--- src/source/dtm_pkg.sv ---
// shared DTM definitions; IR width and register values are fixed, only the success status is produced
package dtm_pkg;

    // instruction register and codes
    localparam int ir_width_c = 5;
    localparam logic [ir_width_c-1:0] instr_idcode_c = 5'h01;
    localparam logic [ir_width_c-1:0] instr_dmi_c    = 5'h11;
    localparam logic [ir_width_c-1:0] instr_bypass_c = 5'h1f;
    localparam logic [31:0] idcode_value_c = 32'h1234_5678;

    // dmi word layout, address on top and op in the two lsbs
    localparam int dmi_addr_width_c = 10;
    localparam int dmi_data_width_c = 32;
    localparam int dmi_op_width_c   = 2;
    localparam int dmi_width_c      = dmi_addr_width_c + dmi_data_width_c + dmi_op_width_c;

    typedef enum logic [dmi_op_width_c-1:0] {
        dmi_op_nop      = 2'd0,
        dmi_op_read     = 2'd1,
        dmi_op_write    = 2'd2,
        dmi_op_reserved = 2'd3
    } dmi_op_e;

    typedef enum logic [dmi_op_width_c-1:0] {
        dmi_status_success = 2'd0,
        dmi_status_failed  = 2'd2,
        dmi_status_busy    = 2'd3
    } dmi_status_e;

    typedef struct packed {
        logic [dmi_addr_width_c-1:0] addr;
        logic [dmi_data_width_c-1:0] data;
        dmi_op_e                     op;
    } dmi_req_t;

    typedef struct packed {
        logic [dmi_addr_width_c-1:0] addr;
        logic [dmi_data_width_c-1:0] data;
        dmi_status_e                 status;
    } dmi_resp_t;

    // same 44 bits, request going in and response coming out
    typedef union packed {
        dmi_req_t  req;
        dmi_resp_t resp;
    } dmi_word_u;

    // standard 1149.1 state set
    typedef enum logic [3:0] {
        tap_tlr      = 4'd0,
        tap_rti      = 4'd1,
        tap_sel_dr   = 4'd2,
        tap_cap_dr   = 4'd3,
        tap_shift_dr = 4'd4,
        tap_exit1_dr = 4'd5,
        tap_pause_dr = 4'd6,
        tap_exit2_dr = 4'd7,
        tap_upd_dr   = 4'd8,
        tap_sel_ir   = 4'd9,
        tap_cap_ir   = 4'd10,
        tap_shift_ir = 4'd11,
        tap_exit1_ir = 4'd12,
        tap_pause_ir = 4'd13,
        tap_exit2_ir = 4'd14,
        tap_upd_ir   = 4'd15
    } tap_state_e;

    // raw pins, asynchronous to clk
    typedef struct packed {
        logic tck;
        logic tms;
        logic tdi;
    } jtag_pins_t;

    // one-clk strobes plus pins sampled with them
    typedef struct packed {
        logic tck_rise;
        logic tck_fall;
        logic tms;
        logic tdi;
    } tap_step_t;

    typedef struct packed {
        logic                        write;
        logic [dmi_addr_width_c-1:0] addr;
        logic [dmi_data_width_c-1:0] wdata;
    } bus_cmd_t;

endpackage

--- src/source/jtag_pin_sync.sv ---
// tck must stay high and low for at least three clk each, or edges are lost
`timescale 1ns/1ns

module jtag_pin_sync
(
    input  logic                clk,
    input  logic                rst_n,
    input  dtm_pkg::jtag_pins_t pins_i,
    output dtm_pkg::tap_step_t  step_o
);
    import dtm_pkg::*;

    // two-flop synchroniser on all three pins
    jtag_pins_t sync1_q;
    jtag_pins_t sync2_q;
    // previous synchronised tck for edge detect
    logic       tck_prev_q;
    tap_step_t  step_q;

    always_ff @(posedge clk)
    begin
        if (!rst_n)
        begin
            sync1_q    <= '0;
            sync2_q    <= '0;
            tck_prev_q <= 1'b0;
            step_q     <= '0;
        end
        else
        begin
            sync1_q    <= pins_i;
            sync2_q    <= sync1_q;
            tck_prev_q <= sync2_q.tck;
            // strobes last a single clk, tms and tdi ride along
            step_q.tck_rise <= sync2_q.tck & ~tck_prev_q;
            step_q.tck_fall <= ~sync2_q.tck & tck_prev_q;
            step_q.tms      <= sync2_q.tms;
            step_q.tdi      <= sync2_q.tdi;
        end
    end

    assign step_o = step_q;

endmodule

--- src/source/tap_fsm.sv ---
// state only moves on a tck rising strobe; five tms-high steps always reach test-logic-reset
`timescale 1ns/1ns

module tap_fsm
(
    input  logic                clk,
    input  logic                rst_n,
    input  dtm_pkg::tap_step_t  step_i,
    output dtm_pkg::tap_state_e state_o
);
    import dtm_pkg::*;

    tap_state_e state_q;
    tap_state_e state_next;

    // 1149.1 transition table, tms picks the branch
    always_comb
    begin
        case (state_q)
            tap_tlr:      state_next = step_i.tms ? tap_tlr      : tap_rti;
            tap_rti:      state_next = step_i.tms ? tap_sel_dr   : tap_rti;
            tap_sel_dr:   state_next = step_i.tms ? tap_sel_ir   : tap_cap_dr;
            tap_cap_dr:   state_next = step_i.tms ? tap_exit1_dr : tap_shift_dr;
            tap_shift_dr: state_next = step_i.tms ? tap_exit1_dr : tap_shift_dr;
            tap_exit1_dr: state_next = step_i.tms ? tap_upd_dr   : tap_pause_dr;
            tap_pause_dr: state_next = step_i.tms ? tap_exit2_dr : tap_pause_dr;
            tap_exit2_dr: state_next = step_i.tms ? tap_upd_dr   : tap_shift_dr;
            tap_upd_dr:   state_next = step_i.tms ? tap_sel_dr   : tap_rti;
            tap_sel_ir:   state_next = step_i.tms ? tap_tlr      : tap_cap_ir;
            tap_cap_ir:   state_next = step_i.tms ? tap_exit1_ir : tap_shift_ir;
            tap_shift_ir: state_next = step_i.tms ? tap_exit1_ir : tap_shift_ir;
            tap_exit1_ir: state_next = step_i.tms ? tap_upd_ir   : tap_pause_ir;
            tap_pause_ir: state_next = step_i.tms ? tap_exit2_ir : tap_pause_ir;
            tap_exit2_ir: state_next = step_i.tms ? tap_upd_ir   : tap_shift_ir;
            tap_upd_ir:   state_next = step_i.tms ? tap_sel_dr   : tap_rti;
            default:      state_next = tap_tlr;
        endcase
    end

    always_ff @(posedge clk)
    begin
        if (!rst_n)
        begin
            state_q <= tap_tlr;
        end
        else if (step_i.tck_rise)
        begin
            state_q <= state_next;
        end
    end

    assign state_o = state_q;

    // never an unknown state once out of reset
    a_state_legal: assert property (@(posedge clk) disable iff (!rst_n)
        !$isunknown(state_q));

endmodule

--- src/source/tap_regs.sv ---
// any instruction other than IDCODE or DMI selects BYPASS; TDO is driven low outside shift states
`timescale 1ns/1ns

module tap_regs
(
    input  logic                                clk,
    input  logic                                rst_n,
    input  dtm_pkg::tap_step_t                  step_i,
    input  dtm_pkg::tap_state_e                 state_i,
    input  logic                                dmi_tdo_i,
    output logic [dtm_pkg::ir_width_c-1:0]      ir_o,
    output logic                                tdo_o
);
    import dtm_pkg::*;

    logic [ir_width_c-1:0] ir_q;
    logic [ir_width_c-1:0] ir_shift_q;
    logic [31:0]           idcode_shift_q;
    logic                  bypass_shift_q;
    logic                  tdo_q;
    logic                  sel_idcode;
    logic                  sel_dmi;

    assign sel_idcode = (ir_q == instr_idcode_c);
    assign sel_dmi    = (ir_q == instr_dmi_c);

    // held instruction, back to IDCODE in test-logic-reset
    always_ff @(posedge clk)
    begin
        if (!rst_n)
        begin
            ir_q <= instr_idcode_c;
        end
        else if (step_i.tck_rise)
        begin
            if (state_i == tap_tlr)
            begin
                ir_q <= instr_idcode_c;
            end
            else if (state_i == tap_upd_ir)
            begin
                ir_q <= ir_shift_q;
            end
        end
    end

    // shift paths, lsb leaves first
    always_ff @(posedge clk)
    begin
        if (step_i.tck_rise)
        begin
            case (state_i)
                tap_cap_ir:   ir_shift_q <= ir_q;
                tap_shift_ir: ir_shift_q <= {step_i.tdi, ir_shift_q[ir_width_c-1:1]};
                tap_cap_dr:
                begin
                    idcode_shift_q <= idcode_value_c;
                    // bypass always captures zero
                    bypass_shift_q <= 1'b0;
                end
                tap_shift_dr:
                begin
                    if (sel_idcode)
                    begin
                        idcode_shift_q <= {step_i.tdi, idcode_shift_q[31:1]};
                    end
                    bypass_shift_q <= step_i.tdi;
                end
                default:
                begin
                end
            endcase
        end
    end

    // tdo reloads on falling tck
    always_ff @(posedge clk)
    begin
        if (!rst_n)
        begin
            tdo_q <= 1'b0;
        end
        else if (step_i.tck_fall)
        begin
            if (state_i == tap_shift_ir)
            begin
                tdo_q <= ir_shift_q[0];
            end
            else if (state_i == tap_shift_dr)
            begin
                tdo_q <= sel_idcode ? idcode_shift_q[0] :
                         sel_dmi    ? dmi_tdo_i         : bypass_shift_q;
            end
            else
            begin
                tdo_q <= 1'b0;
            end
        end
    end

    assign ir_o  = ir_q;
    assign tdo_o = tdo_q;

endmodule

--- src/source/dmi_port.sv ---
// one bus transaction at a time; an Update-DR while the handshake is busy is not allowed
`timescale 1ns/1ns

module dmi_port
(
    input  logic                                 clk,
    input  logic                                 rst_n,
    input  dtm_pkg::tap_step_t                   step_i,
    input  dtm_pkg::tap_state_e                  state_i,
    input  logic [dtm_pkg::ir_width_c-1:0]       ir_i,
    output logic                                 dmi_tdo_o,
    output logic                                 bus_req_o,
    output dtm_pkg::bus_cmd_t                    bus_cmd_o,
    input  logic                                 bus_ack_i,
    input  logic [dtm_pkg::dmi_data_width_c-1:0] bus_rdata_i
);
    import dtm_pkg::*;

    dmi_word_u shift_q;
    // hold register, read back by the next capture
    dmi_word_u hold_q;
    bus_cmd_t  cmd_q;
    logic      req_q;
    // ack seen, waiting for it to drop
    logic      wait_q;
    logic      busy;
    logic      sel_dmi;
    logic      update_dmi;

    assign sel_dmi    = (ir_i == instr_dmi_c);
    assign update_dmi = step_i.tck_rise && sel_dmi && (state_i == tap_upd_dr);
    assign busy       = req_q || wait_q;

    // 44-bit scan chain
    always_ff @(posedge clk)
    begin
        if (step_i.tck_rise && sel_dmi)
        begin
            if (state_i == tap_cap_dr)
            begin
                shift_q <= hold_q;
            end
            else if (state_i == tap_shift_dr)
            begin
                shift_q <= {step_i.tdi, shift_q[dmi_width_c-1:1]};
            end
        end
    end

    // command latched at update, stable while req is high
    always_ff @(posedge clk)
    begin
        if (update_dmi)
        begin
            cmd_q <= '{write: (shift_q.req.op == dmi_op_write),
                       addr:  shift_q.req.addr,
                       wdata: shift_q.req.data};
        end
    end

    // four-phase handshake and response word
    always_ff @(posedge clk)
    begin
        if (!rst_n)
        begin
            hold_q <= '0;
            req_q  <= 1'b0;
            wait_q <= 1'b0;
        end
        else if (update_dmi)
        begin
            hold_q.resp <= '{addr:   shift_q.req.addr,
                             data:   shift_q.req.data,
                             status: dmi_status_success};
            // nop and reserved leave the bus alone
            if (shift_q.req.op inside {dmi_op_read, dmi_op_write})
            begin
                req_q <= 1'b1;
            end
        end
        else if (req_q && bus_ack_i)
        begin
            req_q  <= 1'b0;
            wait_q <= 1'b1;
            // read data is valid while ack is high
            if (!cmd_q.write)
            begin
                hold_q.resp.data <= bus_rdata_i;
            end
        end
        else if (wait_q && !bus_ack_i)
        begin
            wait_q <= 1'b0;
        end
    end

    assign dmi_tdo_o = shift_q[0];
    assign bus_req_o = req_q;
    assign bus_cmd_o = cmd_q;

    // req may only drop after the responder acks
    a_req_held: assert property (@(posedge clk) disable iff (!rst_n)
        bus_req_o && !bus_ack_i |=> bus_req_o);

    // host must not update the DMI register mid-transaction
    a_no_update_busy: assert property (@(posedge clk) disable iff (!rst_n)
        update_dmi |-> !busy);

endmodule

--- src/source/dtm_top.sv ---
// JTAG pins are sampled in the clk domain, so clk must run well above eight times tck
`timescale 1ns/1ns

module dtm_top
(
    input  logic                                 clk,
    input  logic                                 rst_n,
    input  dtm_pkg::jtag_pins_t                  jtag_pins_i,
    output logic                                 jtag_tdo_o,
    output logic                                 bus_req_o,
    output dtm_pkg::bus_cmd_t                    bus_cmd_o,
    input  logic                                 bus_ack_i,
    input  logic [dtm_pkg::dmi_data_width_c-1:0] bus_rdata_i
);
    import dtm_pkg::*;

    tap_step_t             tap_step;
    tap_state_e            tap_state;
    logic [ir_width_c-1:0] ir;
    logic                  dmi_tdo_bit;

    // pins into clk, tck edges as strobes
    jtag_pin_sync i_pin_sync (
        .clk    (clk),
        .rst_n  (rst_n),
        .pins_i (jtag_pins_i),
        .step_o (tap_step)
    );

    tap_fsm i_tap_fsm (
        .clk     (clk),
        .rst_n   (rst_n),
        .step_i  (tap_step),
        .state_o (tap_state)
    );

    // IR, IDCODE, BYPASS and the TDO mux
    tap_regs i_tap_regs (
        .clk       (clk),
        .rst_n     (rst_n),
        .step_i    (tap_step),
        .state_i   (tap_state),
        .dmi_tdo_i (dmi_tdo_bit),
        .ir_o      (ir),
        .tdo_o     (jtag_tdo_o)
    );

    // DMI register and debug module bus
    dmi_port i_dmi_port (
        .clk         (clk),
        .rst_n       (rst_n),
        .step_i      (tap_step),
        .state_i     (tap_state),
        .ir_i        (ir),
        .dmi_tdo_o   (dmi_tdo_bit),
        .bus_req_o   (bus_req_o),
        .bus_cmd_o   (bus_cmd_o),
        .bus_ack_i   (bus_ack_i),
        .bus_rdata_i (bus_rdata_i)
    );

endmodule

--- config.mk ---
export PLATFORM = sky130hd
export DESIGN_NAME = dtm_top
export DESIGN_NICKNAME = d
export VERILOG_FILES = /design/src/source/dtm_pkg.sv /design/src/source/jtag_pin_sync.sv /design/src/source/tap_fsm.sv /design/src/source/tap_regs.sv /design/src/source/dmi_port.sv /design/src/source/dtm_top.sv
export SDC_FILE = /design/constraint.sdc
export NUM_CORES = 1
export LEC_CHECK = 0
export ABC_AREA = 1
export BUFFER_PORTS_ARGS = -buffer_cell sky130_fd_sc_hd__buf_4
export CORE_MARGIN = 2
export CORE_UTILIZATION = 58
export DETAILED_ROUTE_END_ITERATION = 16
export PLACE_DENSITY_LB_ADDON = 0.08
export SLEW_MARGIN = 0
export SYNTH_ARGS = -nofsm -noshare
export SYNTH_HDL_FRONTEND = slang
export SYNTH_HIERARCHICAL = 1
export SYNTH_SLANG_ARGS = --single-unit
--- constraint.sdc ---
create_clock -name clk -period 8.3 [get_ports clk]
set_clock_uncertainty 0.1 [all_clocks]
set_input_delay 2.075 -clock clk [delete_from_list [all_inputs] [get_ports clk]]
set_output_delay 2.075 -clock clk [all_outputs]
set_load 0.05 [all_outputs]
Word level (Yosys, flattened, before mapping):

Cells that the tools add are included.
Widths: inputs -> output; s select.

* register bits: 189
* bits in latches: 0
* memory bits (writable): 0
* bits in read-only memories: 0
* output and inout port bits: 45
* input port bits: 38
* memories kept: 0

* bitwise gates (word level): 4
* reduce and logical (&&, ||, !) cells: 19
* $add $sub $neg: 0
* eq/ne operators: 22
* shifts and indexed selects: 0
* multipliers: 0
* magnitude comparators: 0
* muxes and demuxes: 31
* divide/modulo/power cells: 0

Operator list (count)
* $mux 32: 4
* $mux 44: 2
* $pmux 32 s2: 1
* $pmux 4 s12: 1
* $eq 4x4->1 const B: 8
* $eq 4x3->1 const B: 4
* $mux 4: 4
* $reduce_and 2->1: 6
* $mux 1: 10
* $mux 5: 2
* $pmux 5 s2: 1
* $reduce_bool 2->1: 5
* $eq 4x2->1 const B: 2
* $mux 2: 3
* $mux 3: 2
* $ne 2x2->1 const B: 3
* $eq 5x1->1 const B: 1
* $eq 5x5->1 const B: 1
* $eq 4x1->1 const B: 1
* $logic_not 4->1: 1
* $reduce_or 2->1: 2
* $logic_and 1x1->1: 3
* $reduce_and 3->1: 1
* $reduce_or 3->1: 1
* 5 further kinds: 7

Logic depth before layout (Yosys ltp):

* word-level depth: 5
* depth in mapped cells: 9

Cells and area by module:

Netlist, hierarchy kept.

By module, submodules not included
* dmi_port: area an instance 5311.3 µm², seq. area each 3473.3 µm², cells each 538, times used 1
* tap_regs: area an instance 1828.0 µm², seq. area each 1261.2 µm², cells each 170, times used 1
* tap_fsm: area an instance 375.4 µm², seq. area each 80.1 µm², cells each 67, times used 1
* jtag_pin_sync: area an instance 312.8 µm², seq. area each 220.2 µm², cells each 33, times used 1

Least setup slack after synthesis:

OpenSTA, ideal clock, no wires.

* path type: register to register
* start point: register i_pin_sync.step_q (netlist bit i_pin_sync/step_o[3])
* end point: register i_dmi_port/shift_q[0] in the netlist's numbering (enable)
* setup time: 0.460 ns
* arrival time: 3.361 ns
* data required time: 7.740 ns
* setup slack: 4.379 ns
* cell stages (with the launch flop): 6
* period minus slack after synthesis: 3.921 ns
* path buffers: 1
* cell sequence: dfxtp_1 -> nand2_1 -> nor2_2 -> clkbuf_1 -> nand2_1 -> a21oi_1

* cells in the longest elaborated chain, start to end: 2

RTL lines
* from (decl): line jtag_pin_sync.sv:18 `tap_step_t step_q;`
* $logic_and 1x1->1: line dmi_port.sv:37 `if (step_i.tck_rise && sel_dmi)`
* $reduce_and 2->1 (no line)
* to (signal assigned): line dmi_port.sv:41 `shift_q <= hold_q;`
* to (signal assigned): line dmi_port.sv:45 `shift_q <= {step_i.tdi, shift_q[dmi_width_c-1:1]};`
* to (decl): line dmi_port.sv:19 `dmi_word_u shift_q;`

Every way passes these cells.
A chain may end at the register's enable or synchronous reset.

Final worst setup path:

* start point: input bus_ack_i
* end point: register i_dmi_port/hold_q[31] in the netlist's numbering

* cells in the longest elaborated chain, start to end: 3

RTL lines
* from (decl): line dtm_top.sv:12 `input logic bus_ack_i,`
* $logic_and 1x1->1: line dmi_port.sv:81 `else if (req_q && bus_ack_i)`
* $reduce_bool 2->1 (no line)
* $reduce_and 2->1 (no line)
* to (decl): line dmi_port.sv:21 `dmi_word_u hold_q;`

Every way passes these cells.

==> run metrics <==
status finished clean; GRT Util Overall 0.220; Slew HR 0.307; data arrival time of the critical path around 3700 ps; hold_buf cts 0; Worst path most repeated cell buf_4; Final Critical Period 3460 ps; Mapped Cells just over 800; Pwr Density slightly below 200 nW/um2; design area approximately 9000 um2; Starting Density 0.593; DP Area roughly 8500 um2; slowest CP cell inv_1; area occupied by multi-input gates around 2200 um2; # nets final between 900 and 1000; layout cells sized above 1 0.166; IO Pins 83; Slew @ Worst Pin 1040 ps; Root Driver clkbuf_16; Die X-Extent about 120 um; vias in the first global route around 5300; # clock sinks 189; crit path kind in2reg; critical path's top delay family buffers and inverters; flop2flop setup slack just over 5000 ps; setup violators final 0; PortBufs 82; Stages on worst setup path 7; Hold Path Origin i_pin_sync/tck_prev_q; cell breakdown of the critical path buf_4, nand2_1, nor2_2, buf_4, inv_1, nand3_1, a21oi_1; Bufs on Longest Clock Path 2; CP Max Fanout 33; Buf/Inv on CP 3; start of the worst register-to-register path i_tap_fsm/state_o[1]; Filler cells around 1100; final WL around 15000 um; Chip Height about 120 um; CP max stage delay 780 ps; Netlist cell types 32; Final Max Slew Viols 0; Final Util 0.684; Max Freq between 200 and 300 MHz; Synth Cell Area 7830 um2; die area ~14000 um2; RSZ-0062 raised after global routing no; largest net degree at the start of global routing 85; post-synthesis sequential area ratio 0.643; Worst-Skew Late Latency 420 ps; gpl congestion just under 0.8; Register-to-Register Path Depth 3; Ant. Diodes 0; Reg area roughly 5000 um2; first-pass GRT wire length ~25000 um; Resized cells post-CTS 0; Syn Area/Cell roughly 9.7 um2; dpl ws between 4000 and 5000 ps; post-route ant nets 0; Worst setup SP type primary input; period utilisation layout 0.417; CTS tree built; setup TNS 0 ps; DPL Wire Length around 9500 um; Reg clk slew, reported paths around 70 ps; H-Tree Depth 4; Initial DRC Count roughly 660; antenna violations before repair 0; syn nets 847; Critical Path RT between 8000 and 9000 ps; commonest non-fill, non-tap cell in the layout nand2_1; synth-to-layout area growth 15.2%; average wire per standard cell 14.5 um; synthesized flop and latch total approximately 190; yosys warns 6; final setup margin 4840 ps; Static Leakage roughly 3.6 nW; endpoints failing hold 0; most frequent cells in the layout 200 x nand2_1, 125 x edfxtp_1, 92 x inv_1, 88 x buf_4, 64 x dfxtp_1; DRC viols 0; crit path from bus_ack_i; Core Rows 42; GR Overflow Total 0; drt pass-1 iters 5; Hold Slack around 300 ps; worst min path class reg2reg; Critical Path Sink Type flop; r2r endpoint i_dmi_port/shift_q[32]; Post-CTS Setup Bufs 0; Max-cap violations 0; worst ir drop on vdd between 0.0001 and 0.00015 V; Via density between 5 and 6; detailed-route via count roughly 5700; Num CTS Buffers 17; Core Region roughly 13000 um2; Setup crit end i_dmi_port/hold_q[31]
==> registers in the layout (all words and copies together), names as in the netlist, 3 cells and up <==
signal	flops
i_tap_fsm/state_o	4
i_dmi_port/shift_q	44
i_pin_sync/sync2_q	3
i_tap_regs/idcode_shift_q	32
i_dmi_port/hold_q	42
i_tap_regs/ir_shift_q	5
i_tap_regs/ir_o	5
i_pin_sync/sync1_q	3
i_dmi_port/bus_cmd_o	43
i_pin_sync/step_o	4
==> cells in the mapped netlist, drive strengths merged <==
cell / n / area share
nor2: 51 / 0.028
o21a: 1 / 0.00096
o31ai: 1 / 0.00096
clkbuf: 23 / 0.011
nand4: 35 / 0.028
edfxtp: 125 / 0.48
inv: 100 / 0.048
o21ai: 59 / 0.038
or2: 13 / 0.010
a31oi: 1 / 0.00080
nand3b: 1 / 0.00096
o211ai: 1 / 0.00096
and3: 1 / 0.00080
ha: 1 / 0.0016
nand2: 202 / 0.098
a21oi: 62 / 0.040
nor3: 1 / 0.0013
nand3: 46 / 0.031
dfxtp: 64 / 0.16
buf: 20 / 0.016
==> kinds of logic after synthesis <==
kind of cell | share of synthesized area
simple gates | 0.198
flops | 0.643
buf+inv | 0.0753
compound gates | 0.0820
fa+ha+maj | 0.00160
==> cell type report <==
type / count / area share
repair buffers: 88 / 0.0733
multi-input cells: 476 / 0.246
flip-flops and latches: 189 / 0.558
well taps: 176 / 0.0244
clock inverters: 7 / 0.00486
clock buffers: 25 / 0.0516
inverters: 100 / 0.0416
==> metal layers <==
layer  vias up  global-route usage  wire length [um]
li1       2823                   -                 -
met1      2705               0.285              6580
met2       173               0.369              7800
met3        23              0.0401               773
met4         0              0.0868               246
met5         -                   0                 0
==> per-stage QoR <==
step	std cells	power, W
5_1_grt	1061	0.00180
3_5_place_dp	1029	0.00105
3_3_place_gp	1029	0.00105
2_1_floorplan	808	0.00103
6_report	1061	0.00175
4_1_cts	1061	0.00176
==> where the power goes <==
| part | leakage, nW | internal [W] | total [W] | switching, W |
|---|---|---|---|---|
| Combinational | 1.68 | 0.0000164 | 0.0000373 | 0.0000209 |
| Sequential | 1.66 | 0.000994 | 0.000997 | 0.00000282 |
| Clock | 0.249 | 0.000390 | 0.000711 | 0.000321 |
==> worst reg2reg max path, stage by stage (launching register included) <==
cell	delay, ps
dfxtp_1	610
nand4_1	860
inv_2	1130
o21ai_0	200
==> worst min path at each step <==
stage,end,slack (ps),depth (start not counted)
4_1_cts,i_pin_sync/step_o[3],310,1
2_1_floorplan,i_pin_sync/step_o[3],290,1
6_report,i_pin_sync/step_o[3],310,1
3_5_place_dp,i_pin_sync/step_o[3],300,1
3_3_place_gp,i_pin_sync/step_o[3],300,1
5_1_grt,i_pin_sync/step_o[3],320,1
(Power assumes the default switching activity.)
